`src/source/ksBusPkg.sv`:
```
`default_nettype none

package ksBusPkg;

   ////////////////////////////////////////
   // Bus word

   localparam int busWidth = 36;          // KS10 word

   // Shared by address and data
   typedef logic [busWidth-1:0] busWord;

   ////////////////////////////////////////
   // Address flags

   // Top four bits of an address word qualify the cycle
   localparam int flagPhysical   = 35;    // Physical reference
   localparam int flagIoCycle    = 34;    // I/O space, not memory
   localparam int flagWriteCycle = 33;    // Write when set, read when clear
   localparam int flagWruCycle   = 32;    // Who-are-you poll

   ////////////////////////////////////////
   // I/O address fields

   // Adapter number inside an I/O address
   localparam int devFieldLsb   = 18;
   localparam int devFieldWidth = 2;      // Up to four adapters

   // Register index, bottom of the address
   localparam int regFieldWidth = 3;

   // Memory cycles use the low bits as the word index,
   // width set by the memory itself

endpackage : ksBusPkg

`default_nettype wire

```
`src/source/ksDevicePkg.sv`:
```
`default_nettype none

package ksDevicePkg;

   ////////////////////////////////////////
   // Device population

   // Unibus adapters on the backplane
   localparam int numAdapters = 4;

   // Register file size in each adapter
   localparam int adapterRegs = 8;       // Matches the 3-bit register index

   ////////////////////////////////////////
   // Memory

   // Word address bits, 1K words by default
   localparam int defaultMemAddrBits = 10;

endpackage : ksDevicePkg

`default_nettype wire

```
`src/source/unibusAdapter.sv`:
```
`timescale 1ns/100ps
`default_nettype none

module unibusAdapter
#(
   parameter int adapterNum = 0
)
(
   input  wire logic             clk,
   input  wire logic             rstN,
   // Slave side
   input  wire logic             ubaReqOut,   // I/O cycle may be for us
   input  wire ksBusPkg::busWord busAddr,
   input  wire ksBusPkg::busWord ubaWrData,   // Also memory data on a DMA ack
   output logic                  ubaAckOut,
   output ksBusPkg::busWord      ubaRdData,
   // Master side
   input  wire logic             ubaGrantAck,
   output logic                  ubaReq,
   output ksBusPkg::busWord      ubaAddr,
   output ksBusPkg::busWord      ubaData,
   // DMA request from the device
   input  wire logic             dmaStart,
   input  wire ksBusPkg::busWord dmaAddr,
   input  wire ksBusPkg::busWord dmaWrData,
   input  wire logic             dmaWrite,
   output ksBusPkg::busWord      dmaRdData,
   output logic                  dmaDone
);

   import ksBusPkg::*;
   import ksDevicePkg::*;

   busWord                   regFile [adapterRegs];   // Device registers
   logic [regFieldWidth-1:0] regIdx;
   logic                     devSel;
   logic                     ackPulse;
   logic                     dmaPending;               // Request out on the bus
   logic                     dmaAccept;
   busWord                   dmaAddrReg;
   busWord                   dmaDataReg;
   logic                     dmaWriteReg;

   ////////////////////////////////////////
   // Slave side

   assign regIdx = busAddr[regFieldWidth-1:0];

   // Our number, not a WRU poll
   assign devSel = ubaReqOut & busAddr[flagIoCycle] & ~busAddr[flagWruCycle] &
                   (busAddr[devFieldLsb +: devFieldWidth] == devFieldWidth'(adapterNum));

   always_ff @(posedge clk or negedge rstN)
   begin
      if (!rstN)
      begin
         ackPulse <= 1'b0;
      end
      else
      begin
         ackPulse <= devSel & ~ackPulse;   // One cycle later, one cycle long
      end
   end

   assign ubaAckOut = ackPulse & devSel;
   assign ubaRdData = regFile[regIdx];

   always_ff @(posedge clk)
   begin
      if (ubaAckOut & busAddr[flagWriteCycle])
      begin
         regFile[regIdx] <= ubaWrData;
      end
   end

   ////////////////////////////////////////
   // DMA master

   // New start ignored while one is pending
   assign dmaAccept = dmaStart & ~dmaPending;

   always_ff @(posedge clk or negedge rstN)
   begin
      if (!rstN)
      begin
         dmaPending <= 1'b0;
         dmaDone    <= 1'b0;
      end
      else
      begin
         dmaDone <= dmaPending & ubaGrantAck;
         if (dmaPending & ubaGrantAck)
         begin
            dmaPending <= 1'b0;               // Drop the request after the ack
         end
         else if (dmaAccept)
         begin
            dmaPending <= 1'b1;
         end
      end
   end

   // Payload latches
   always_ff @(posedge clk)
   begin
      if (dmaAccept)
      begin
         dmaAddrReg  <= dmaAddr;
         dmaDataReg  <= dmaWrData;
         dmaWriteReg <= dmaWrite;
      end
      if (dmaPending & ubaGrantAck)
      begin
         dmaRdData <= ubaWrData;              // Memory word from the arbiter
      end
   end

   assign ubaReq  = dmaPending;
   assign ubaData = dmaDataReg;

   // Physical memory cycle, flags forced
   always_comb
   begin
      ubaAddr                 = dmaAddrReg;
      ubaAddr[flagPhysical]   = 1'b1;
      ubaAddr[flagIoCycle]    = 1'b0;
      ubaAddr[flagWriteCycle] = dmaWriteReg;
      ubaAddr[flagWruCycle]   = 1'b0;
   end

endmodule : unibusAdapter

`default_nettype wire

```
`config.mk`:
```
export PLATFORM = sky130hd
export DESIGN_NAME = unibusAdapter
export DESIGN_NICKNAME = d
export VERILOG_FILES = /design/src/source/ksBusPkg.sv /design/src/source/ksDevicePkg.sv /design/src/source/unibusAdapter.sv
export SDC_FILE = /design/constraint.sdc
export NUM_CORES = 1
export LEC_CHECK = 0
export BUFFER_PORTS_ARGS = -buffer_cell sky130_fd_sc_hd__buf_2
export CAP_MARGIN = 5
export CELL_PAD_IN_SITES_DETAIL_PLACEMENT = 1
export CELL_PAD_IN_SITES_GLOBAL_PLACEMENT = 1
export CORE_AREA = 3 3 201 164
export DETAILED_ROUTE_END_ITERATION = 10
export DIE_AREA = 0 0 204 167
export GPL_ROUTABILITY_DRIVEN = 1
export PLACE_DENSITY_LB_ADDON = 0.1
export SLEW_MARGIN = 20
export SYNTH_ARGS = -nofsm -noshare
export SYNTH_HDL_FRONTEND = slang
export SYNTH_SLANG_ARGS = --single-unit
```
`constraint.sdc`:
```
create_clock -name clk -period 5.5 [get_ports clk]
set_input_delay 0.825 -clock clk [delete_from_list [all_inputs] [get_ports clk]]
set_output_delay 0.825 -clock clk [all_outputs]
set_load 0.005 [all_outputs]
```
==> impl_results.md <==
* Met1 wire length at 12700 um
* Initial core utilization at 46.6%
* Worst hold path type: in -> async
* Sequential-to-total area share from yosys stat at 81.9%
* Final Skew at 7.77 ps
* Switch Pwr at 1.23 mW
* Postcts setup bufs at 0
* Clock Path Buffers at 3
* Yosys reg bits at 396
* Width of the die at just over 200 um
* Fin util at a little under three fifths
* Max-cap check violation count at 0
* HPWL Detailed at about 18000 um
* Reg power frac at 55.2%
* Post-CTS sizing at 0
* Critical path type: in -> out
* Final Power at slightly above 6 mW
* Drt initial violations at 364
* First-pass GRT wire length at 45600 um
* Tightest Pin Transition at 1100 ps
* Worst setup EP type: output port
* Minimum clock period at slightly below 4000 ps
* GRT overflow at 0
* Die H at 167 um
* TritonCTS Sinks at 396
* Final setup TNS at 0 ps
* Clock latency on the worst-skew pair at 520 ps
* Area growth syn-to-layout at 20.5%
* Antenna cells at 0
* Fraction of layout cells with a size suffix above 1 at roughly two fifths
* RSZ-0062 raised after global routing: false
* Vias at 6793
* Slew HR at 26.5%
* Vias in the first global route at 7482
* Top Layer Used: met4
* Internal power at between 4 and 5 mW
* Status: finished, final reports clean
* Post-DRT Antenna Nets at 0
* Combinational fraction of design power at 5.0%
* WL met2 at 15800 um
* Placer's final routability congestion estimate at between 0.7 and 0.8
* Clock power share at 39.8%
* # port buffers at 261
* Worst-path fanout max at 62
* Final slew viol count at 0
* Hold_buf cts at 0
* Largest net degree at the start of global routing at 79
* Pleak at just over 6 nW
* Mean Syn Cell Area at 25.8 um^2
* Total iterations of the first detailed-routing run at 7
* Fmax at 255 MHz
* CP Data Arrival Time at 3100 ps
* Fin. Hold Viols at 0
* Synth warn at 0
* Startpoint types: input port
* Die ar. at between 30000 and 40000 um^2
* Crit path from: busAddr[0]
* TritonCTS Buffers at 40
* Routed wl met3 at 1540 um
* CTS H-tree depth at 2
* Yosys cell types at 29
* Num ports at 297
* WL final at 30700 um
* Initial antenna violation count at 0
* Gate Count Post-Synth at between 500 and 600
* Hold_ws at 116 ps
* Post-Syn Area at 14500 um^2
* Num rows at 58
* Nets at 1001
* Drt drc at 0
* Worst VDD drop at 0.256 mV
* Switch share at around a fifth
* Drt wl/cell at 23.7 um
* Total core area at 31100 um^2
* Critical Path RT at 4680 ps
* Period utilisation layout at 71.4%
* Root Driver: clkbuf_16
* Worst-path clk slew at 60 ps
* GRT Resource Usage Total at 17.8%
* CTS tree: built
* Final setup vio count at 0
* FF-to-FF Start: ackPulse
* PwrDens at 353 nW/um^2
* Vias per cell at roughly 5.2
## area by class of cell
class	count	area (um^2)
sequential	396	11900
timing repair buffer	273	1400
clock inverter	11	68.8
inverter	1	3.75
multi-input combinational	139	2510
fill	2684	13700
clock buffer	58	1090
tap	420	526
## layer usage
| metal | vias up | global-route usage [%] |
|---|---|---|
| li1 | 3011 | - |
| met1 | 3542 | 23.3 |
| met2 | 188 | 31.1 |
| met3 | 52 | 3.13 |
| met4 | 0 | 4.72 |
| met5 | - | 0 |
## synth_stat cells
| cell type | instances | share of area [%] |
|---|---|---|
| nand4b_1 | 1 | 0.060 |
| clkbuf_1 | 9 | 0.23 |
| nor2_1 | 8 | 0.21 |
| and3b_1 | 1 | 0.060 |
| nand3_1 | 2 | 0.069 |
| o211ai_1 | 1 | 0.052 |
| o21ai_0 | 1 | 0.034 |
| inv_1 | 1 | 0.026 |
| nand4bb_1 | 1 | 0.078 |
| nand2_1 | 1 | 0.026 |
| buf_4 | 4 | 0.21 |
| edfxtp_1 | 393 | 81 |
| mux2_2 | 35 | 2.7 |
| nand2b_1 | 1 | 0.043 |
| nand3b_1 | 1 | 0.052 |
| nor4bb_1 | 1 | 0.069 |
| nor3_1 | 2 | 0.069 |
| nor3b_1 | 3 | 0.16 |
| a31oi_1 | 1 | 0.043 |
| buf_2 | 6 | 0.21 |
| mux2i_1 | 2 | 0.14 |
| dfrtp_1 | 3 | 0.52 |
| mux4_1 | 70 | 13 |
| and3_1 | 1 | 0.043 |
| buf_6 | 8 | 0.62 |
| and2_1 | 1 | 0.043 |
| conb_1 | 2 | 0.052 |
| o32a_1 | 1 | 0.069 |
| nor2b_1 | 1 | 0.043 |
## state kept, by name (all words and copies together) (netlist names)
| name | flops |
|---|---|
| ackPulse | 1 |
| dmaAddrReg | 32 |
| dmaDone | 1 |
| dmaRdData | 36 |
| dmaWriteReg | 1 |
| regFile | 288 |
| ubaData | 36 |
| ubaReq | 1 |
## worst paths after layout
path,endpoint,slack (ps),depth (start not counted)
hold reg to reg,ackPulse,500,1
setup / recovery,ubaRdData[26],1570,5
max in group asynchronous,ubaReq,5250,1
hold / removal,dmaDone,120,1
setup reg to reg,regFile[3][9],3200,3
min in group clk,ubaData[2],480,1
## power by group through the flow
stage          Clock, mW  Combinational (mW)  Sequential, mW
6_report            2.45               0.309            3.40
5_1_grt             2.65               0.337            3.41
4_1_cts             2.52               0.316            3.40
3_5_place_dp           0               0.315            3.47
3_3_place_gp           0               0.301            3.46
2_1_floorplan          0               0.126            3.48
## logic make-up after synthesis
logic type / share of synthesized area, %
flip-flops: 81.9
AO/OA/AOI/OAI: 0.198
AND/OR/NAND/NOR: 1.02
multiplexers: 15.5
other: 0.0518
buffers and inverters: 1.29
## layout by cell type, fill, tap and decap left out, drive strengths merged
cell	synthesis	final
edfxtp	393	393
nand4b	1	1
nand4bb	1	1
dfrtp	3	3
and2	1	1
mux2i	2	2
nor3	2	2
nor2	8	8
nor4bb	1	1
buf	18	273
clkbuf	9	58
and3	1	1
nand2	1	1
nand3	2	2
conb	2	3
bufinv	0	1
a31oi	1	1
o211ai	1	1
mux4	70	70
nand3b	1	1
nor3b	3	3
mux2	35	35
o21ai	1	1
and3b	1	1
clkinv	0	10
nor2b	1	1
nand2b	1	1
inv	1	1
o32a	1	1
## per-stage QoR
step	worst slack [ps]	area, um^2	cells
finish	1570	17500	1298
global route	1460	17500	1298
CTS	1490	17500	1298
detailed placement	1500	16300	1229
global placement	1530	16300	1229
floorplan	1010	14500	563
## worst max-delay path, cell delays in order
cell,delay (ps)
buf_4,780
buf_4,440
mux4_1,610
mux2_2,280
buf_2,140
Note: power is estimated with default switching activity, not from simulation.
