**src/source/ksBusPkg.sv**
```systemverilog
`default_nettype none

package ksBusPkg;

   ////////////////////////////////////////
   // Bus word

   localparam int busWidth = 36;          // KS10 word

   // Shared by address and data
   typedef logic [busWidth-1:0] busWord;

   ////////////////////////////////////////
   // Address flags

   // Top four bits of an address word qualify the cycle
   localparam int flagPhysical   = 35;    // Physical reference
   localparam int flagIoCycle    = 34;    // I/O space, not memory
   localparam int flagWriteCycle = 33;    // Write when set, read when clear
   localparam int flagWruCycle   = 32;    // Who-are-you poll

   ////////////////////////////////////////
   // I/O address fields

   // Adapter number inside an I/O address
   localparam int devFieldLsb   = 18;
   localparam int devFieldWidth = 2;      // Up to four adapters

   // Register index, bottom of the address
   localparam int regFieldWidth = 3;

   // Memory cycles use the low bits as the word index,
   // width set by the memory itself

endpackage : ksBusPkg

`default_nettype wire

```
**src/source/ksDevicePkg.sv**
```systemverilog
`default_nettype none

package ksDevicePkg;

   ////////////////////////////////////////
   // Device population

   // Unibus adapters on the backplane
   localparam int numAdapters = 4;

   // Register file size in each adapter
   localparam int adapterRegs = 8;       // Matches the 3-bit register index

   ////////////////////////////////////////
   // Memory

   // Word address bits, 1K words by default
   localparam int defaultMemAddrBits = 10;

endpackage : ksDevicePkg

`default_nettype wire

```
**src/source/busArbiter.sv**
```systemverilog
`timescale 1ns/100ps
`default_nettype none

module busArbiter
(
   // CPU master
   input  wire logic                                cpuReq,
   input  wire ksBusPkg::busWord                    cpuAddr,
   input  wire ksBusPkg::busWord                    cpuWrData,
   output logic                                     cpuAck,
   output ksBusPkg::busWord                         cpuRdData,
   // Console master
   input  wire logic                                cslReq,
   input  wire ksBusPkg::busWord                    cslAddr,
   input  wire ksBusPkg::busWord                    cslWrData,
   output logic                                     cslGrantAck,
   output ksBusPkg::busWord                         cslRdDataOut,
   // Adapter masters (DMA)
   input  wire logic [ksDevicePkg::numAdapters-1:0] ubaReq,
   input  wire ksBusPkg::busWord                    ubaAddr [ksDevicePkg::numAdapters],
   input  wire ksBusPkg::busWord                    ubaData [ksDevicePkg::numAdapters],
   output logic [ksDevicePkg::numAdapters-1:0]      ubaAck,
   output ksBusPkg::busWord                         ubaDataOut, // Write data or DMA read data
   // Memory slave
   output logic                                     memReq,
   output ksBusPkg::busWord                         memWrData,
   input  wire logic                                memAck,
   input  wire ksBusPkg::busWord                    memRdData,
   // Adapter slaves
   output logic                                     ubaReqOut,
   input  wire logic [ksDevicePkg::numAdapters-1:0] ubaAckIn,
   input  wire ksBusPkg::busWord                    ubaRdData [ksDevicePkg::numAdapters],
   // Console slave
   output logic                                     cslReqOut,
   input  wire logic                                cslAck,
   input  wire ksBusPkg::busWord                    cslRdData,
   // Address to every slave
   output ksBusPkg::busWord                         busAddr
);

   import ksBusPkg::*;
   import ksDevicePkg::*;

   localparam int selWidth = $clog2(numAdapters);

   logic                slaveAck;    // Memory or some adapter answered
   busWord              slaveData;   // Data of the first one to answer
   logic [selWidth-1:0] ubaSel;      // Winning adapter request
   logic                cpuWru;      // Unanswered WRU gets a default ack

   assign cpuWru = cpuAddr[flagPhysical] & cpuAddr[flagIoCycle] & cpuAddr[flagWruCycle];

   ////////////////////////////////////////
   // Slave response chain

   // Memory first, then adapter 0 up to 3
   always_comb
   begin
      slaveAck  = 1'b0;
      slaveData = '0;
      for (int i = numAdapters - 1; i >= 0; i--)
      begin
         if (ubaAckIn[i])
         begin
            slaveAck  = 1'b1;
            slaveData = ubaRdData[i];
         end
      end
      if (memAck)
      begin
         slaveAck  = 1'b1;
         slaveData = memRdData;
      end
   end

   // Lowest numbered adapter wins
   always_comb
   begin
      ubaSel = '0;
      for (int i = numAdapters - 1; i >= 0; i--)
      begin
         if (ubaReq[i])
         begin
            ubaSel = selWidth'(i);
         end
      end
   end

   ////////////////////////////////////////
   // Grant and multiplexer

   always_comb
   begin
      cpuAck       = 1'b0;
      cpuRdData    = '0;
      cslGrantAck  = 1'b0;
      cslRdDataOut = '0;
      ubaAck       = '0;
      memReq       = 1'b0;
      ubaReqOut    = 1'b0;
      cslReqOut    = 1'b0;
      busAddr      = '0;
      memWrData    = '0;
      ubaDataOut   = '0;

      // Console, top priority; memory or adapters
      if (cslReq)
      begin
         memReq     = 1'b1;
         ubaReqOut  = 1'b1;
         busAddr    = cslAddr;
         memWrData  = cslWrData;
         ubaDataOut = cslWrData;
         if (slaveAck)
         begin
            cslGrantAck  = 1'b1;
            cslRdDataOut = slaveData;
         end
      end
      // Adapter DMA reaches memory only
      else if (|ubaReq)
      begin
         memReq     = 1'b1;
         busAddr    = ubaAddr[ubaSel];
         memWrData  = ubaData[ubaSel];
         ubaDataOut = memRdData;              // Read data back to the adapter
         ubaAck[ubaSel] = memAck;
      end
      // CPU last; memory, adapters or console
      else if (cpuReq)
      begin
         memReq     = 1'b1;
         ubaReqOut  = 1'b1;
         cslReqOut  = 1'b1;
         busAddr    = cpuAddr;
         memWrData  = cpuWrData;
         ubaDataOut = cpuWrData;
         if (slaveAck)
         begin
            cpuAck    = 1'b1;
            cpuRdData = slaveData;
         end
         else if (cslAck)
         begin
            cpuAck    = 1'b1;
            cpuRdData = cslRdData;
         end
         else if (cpuWru)
         begin
            cpuAck    = 1'b1;                 // Nobody home, answer zero
            cpuRdData = '0;
         end
      end
   end

endmodule : busArbiter

`default_nettype wire

```
**config.mk**
```make
export PLATFORM = sky130hd
export DESIGN_NAME = busArbiter
export DESIGN_NICKNAME = d
export VERILOG_FILES = /design/src/source/ksBusPkg.sv /design/src/source/ksDevicePkg.sv /design/src/source/busArbiter.sv
export SDC_FILE = /design/constraint.sdc
export NUM_CORES = 1
export LEC_CHECK = 0
export ABC_CLOCK_PERIOD_IN_PS = 2080
export BUFFER_PORTS_ARGS = -buffer_cell sky130_fd_sc_hd__buf_2
export CAP_MARGIN = 25
export CORE_AREA = 2 2 331 333
export DETAILED_ROUTE_END_ITERATION = 8
export DIE_AREA = 0 0 333 335
export PLACE_DENSITY_LB_ADDON = 0.05
export SETUP_SLACK_MARGIN = 0.1
export SLEW_MARGIN = 10
export SYNTH_ARGS = -nofsm -noshare
export SYNTH_HDL_FRONTEND = slang
export SYNTH_SLANG_ARGS = --single-unit
export TNS_END_PERCENT = 50
```
**constraint.sdc**
```tcl
create_clock -name vclk -period 2.08
set_input_delay 0.104 -clock vclk [all_inputs]
set_output_delay 0.104 -clock vclk [all_outputs]
set_load 0.01 [all_outputs]
```
==> impl_metrics.sql <==
INSERT INTO impl_metrics (metric_group, metric, value, unit) VALUES
('cells_and_area', 'nNetsFinal', '2421', ''),
('clock_network', 'cts_hold_buffers', '0', ''),
('power_and_ir_drop', 'power_frac_comb', '1.000', ''),
('cells_and_area', 'area_growth', '125', '%'),
('global_routing', 'grt-busiest-layer', 'met2', ''),
('logic_synthesis', 'synth_commonest_cells', '195 x sky130_fd_sc_hd__nand2_1, 116 x sky130_fd_sc_hd__a21oi_1, 64 x sky130_fd_sc_hd__mux2i_1', ''),
('sta', 'final_min_period_over_clock_period', '0.943', ''),
('route', 'wl_per_cell', '25.5', 'um'),
('logic_synthesis', 'synth_top_family_by_area', 'compound AO/OA/AOI/OAI gates', ''),
('sta', 'post-route-min-period', '1.96', 'ns'),
('power_and_ir_drop', 'switching_power', '1.57', 'mW'),
('floorplanning', 'initial_utilization', '0.0540', ''),
('cells_and_area', 'clock_buffer_count', '0', ''),
('run_status', 'status', 'finished clean', ''),
('power_and_ir_drop', 'internal_power', '1.37', 'mW'),
('cells_and_area', 'drive_above_1_share', '0.611', ''),
('global_routing', 'gr-total-overflow', '0', ''),
('placement', 'placed_area', '12500', 'sq um'),
('setup_path', 'cpMostUsedCell', 'sky130_fd_sc_hd__buf_12', ''),
('floorplanning', 'design.portCount', '849', ''),
('sta', 'report.final.setup_viol', '0', ''),
('logic_synthesis', 'netlist_area', '5840', 'sq um'),
('logic_synthesis', 'fraction_of_post_synthesis_cell_area_in_the_top_cell_type_by_area', '0.125', ''),
('floorplanning', 'die_y', '335', 'um'),
('logic_synthesis', 'postSynthNetCount', '1578', ''),
('global_routing', 'global_route.usage.total', '0.135', ''),
('power_and_ir_drop', 'power.switching_fraction', '0.535', ''),
('global_routing', 'grt_start_max_net_pins', '67', ''),
('cells_and_area', 'n_sequential_cell', '0', ''),
('cells_and_area', 'final_cell_area', '13100', 'sq um'),
('logic_synthesis', 'dominant_cells_by_area_after_synthesis', 'sky130_fd_sc_hd__nand2_1 13%, sky130_fd_sc_hd__mux2i_1 11%, sky130_fd_sc_hd__a21oi_1 9.9%, sky130_fd_sc_hd__a221oi_1 8.5%, sky130_fd_sc_hd__o221ai_2 6.9%', ''),
('global_routing', 'grtUsageMet2', '0.255', ''),
('setup_path', 'critical-path-top-delay-family', 'buffers and inverters', ''),
('logic_synthesis', 'synthMostInstantiatedCell', 'sky130_fd_sc_hd__nand2_1', ''),
('min_path', 'cell_count_of_the_worst_hold_path', '3', ''),
('placement', 'finalWeightedCongestion', '0.834', ''),
('route', 'drtPass1Iterations', '5', ''),
('logic_synthesis', 'yosys.area_share.adder', '0', ''),
('flow_run', 'max_cap_viol_count', '0', ''),
('sta', 'grt_setup_unrepaired', 'true', ''),
('setup_path', 'crit_type', 'primary input to output port', ''),
('route', 'drc_errors', '0', ''),
('setup_path', 'critical_path_data_arrival_time', '1.86', 'ns'),
('power_and_ir_drop', 'power.share.sequential', '0', ''),
('global_routing', 'first_global_vias', '11900', ''),
('logic_synthesis', 'synth.distinct_cells', '42', ''),
('setup_path', 'critical-path-slowest-cell', 'sky130_fd_sc_hd__mux2_2', ''),
('global_routing', 'grt.met3_usage', '0.0385', ''),
('sta', 'final-max-slew-violation-count', '0', ''),
('floorplanning', 'die_area', '112000', 'sq um'),
('sta', 'transition_time_of_the_tightest_slew_check_pin', '0.739', 'ns'),
('setup_path', 'timing.critical_path.buf_inv', '5', ''),
('sta', 'timing.max_slew.rel_slack', '0.508', ''),
('placement', 'buffer_ports.inserted', '849', ''),
('setup_path', 'timing.critical_path.depth', '10', ''),
('global_routing', 'wire_length_of_the_first_global_routing_pass', '105', 'mm'),
('floorplanning', 'floorplan.die.width', '333', 'um'),
('logic_synthesis', 'synth.area.mux_share', '0.168', ''),
('route', 'number_of_antenna_violating_nets_in_the_routed_design', '0', ''),
('sta', 'fmaxAchievable', '510', 'MHz'),
('global_routing', 'use_met1', '0.149', ''),
('sta', 'number_of_hold_violations_in_the_final_report', '0', ''),
('setup_path', 'worstSetupEndpointType', 'output port', ''),
('logic_synthesis', 'synth_xor_area_frac', '0', ''),
('logic_synthesis', 'synth.yosys.warnings', '0', ''),
('setup_path', 'crit_chain', 'buf_2 -> or2_4 -> buf_12 -> nor2_8 -> buf_12 -> buf_12 -> mux2i_2 -> o221ai_2 -> mux2_2 -> buf_2', ''),
('placement', 'place_hpwl', '69.8', 'mm'),
('floorplanning', 'core', '108000', 'sq um'),
('min_path', 'min-delay-path-class', 'primary input to output port', ''),
('cells_and_area', 'regArea', '0', 'sq um'),
('logic_synthesis', 'seq_total_area_yosys', '0', '');
timing repair:
item	in CTS	in global routing
endpoints found under the setup margin	127	55
gates resized for setup	36	69
pin swaps	3	4
setup buffers	1	4
cloned	0	3
endpoints found under the hold margin	0	0
stage by stage:
stage                     setup WS (ns)  power (mW)  TNS [ns]  instances
after floorplan                   0.365        1.13         0        918
after CTS                        0.0207        2.90         0       3166
after detailed placement         -0.344        2.85     -5.62       3165
final                             0.119        2.94         0       3190
after global placement           -0.373        2.86     -7.89       3164
after global routing             0.0497        3.20         0       3188
logic make-up after synthesis:
family / count (synthesis)
AO/OA/AOI/OAI: 364
buffers and inverters: 110
multiplexers: 94
AND/OR/NAND/NOR: 350
tightest hold or removal path, delay by kind of cell:
family	cells	cell delay [ns]
buffers and inverters	2	0.20
AOI/OAI and AO/OA	1	0.10
final timing paths:
path / slack, ns / endpoint / startpoint
worst max-delay path: 0.12 / busAddr[30] / ubaReq[0]
worst min-delay path: 0.51 / ubaDataOut[7] / memRdData[7]
layout by cell type (no fill, tap or decap), types with 3 or more instances in the layout:
cell | Yosys | final
sky130_fd_sc_hd__o221ai_1 | 3 | 3
sky130_fd_sc_hd__nand3_1 | 36 | 36
sky130_fd_sc_hd__mux2i_1 | 64 | 34
sky130_fd_sc_hd__a221oi_1 | 57 | 57
sky130_fd_sc_hd__buf_6 | 2 | 10
sky130_fd_sc_hd__nor2_1 | 44 | 43
sky130_fd_sc_hd__o21ai_0 | 36 | 36
sky130_fd_sc_hd__o31ai_1 | 36 | 36
sky130_fd_sc_hd__buf_12 | 6 | 39
sky130_fd_sc_hd__mux2_4 | 0 | 5
sky130_fd_sc_hd__o21ai_1 | 5 | 4
sky130_fd_sc_hd__buf_2 | 19 | 842
sky130_fd_sc_hd__nor2b_1 | 38 | 37
sky130_fd_sc_hd__o221ai_2 | 27 | 26
sky130_fd_sc_hd__a22o_2 | 0 | 7
sky130_fd_sc_hd__buf_4 | 9 | 50
sky130_fd_sc_hd__a311o_1 | 15 | 15
sky130_fd_sc_hd__a22o_4 | 0 | 5
sky130_fd_sc_hd__mux2i_4 | 0 | 16
sky130_fd_sc_hd__mux2_2 | 30 | 25
sky130_fd_sc_hd__a22oi_1 | 19 | 18
sky130_fd_sc_hd__a21oi_2 | 0 | 3
sky130_fd_sc_hd__a21oi_1 | 116 | 111
sky130_fd_sc_hd__or3_1 | 23 | 21
sky130_fd_sc_hd__a22o_1 | 21 | 9
sky130_fd_sc_hd__a21o_1 | 21 | 20
sky130_fd_sc_hd__diode_2 | 0 | 17
sky130_fd_sc_hd__inv_1 | 3 | 3
sky130_fd_sc_hd__mux2i_2 | 0 | 14
sky130_fd_sc_hd__nand2_1 | 195 | 194
power groups by stage:
stage          Combinational [mW]  Sequential, mW   Clock [mW]
6_report                     2.94               0  0.000000883
3_3_place_gp                 2.86               0            0
4_1_cts                      2.90               0            0
2_1_floorplan                1.13               0            0
5_1_grt                      3.20               0  0.000000969
3_5_place_dp                 2.85               0            0
layout make-up:
type | count | area [sq um]
repair buffers | 946 | 5590
well taps | 1414 | 1770
inverters | 5 | 18.8
fillers | 12900 | 95000
diodes | 17 | 42.5
multi-input cells | 808 | 5710
metal layers:
layer,routed length (um),vias to the layer above
li1,-,5179
met2,42600,563
met1,30700,5261
met5,288,-
met3,6210,107
met4,1590,48
No activity file was read; power rests on OpenSTA's default activity.
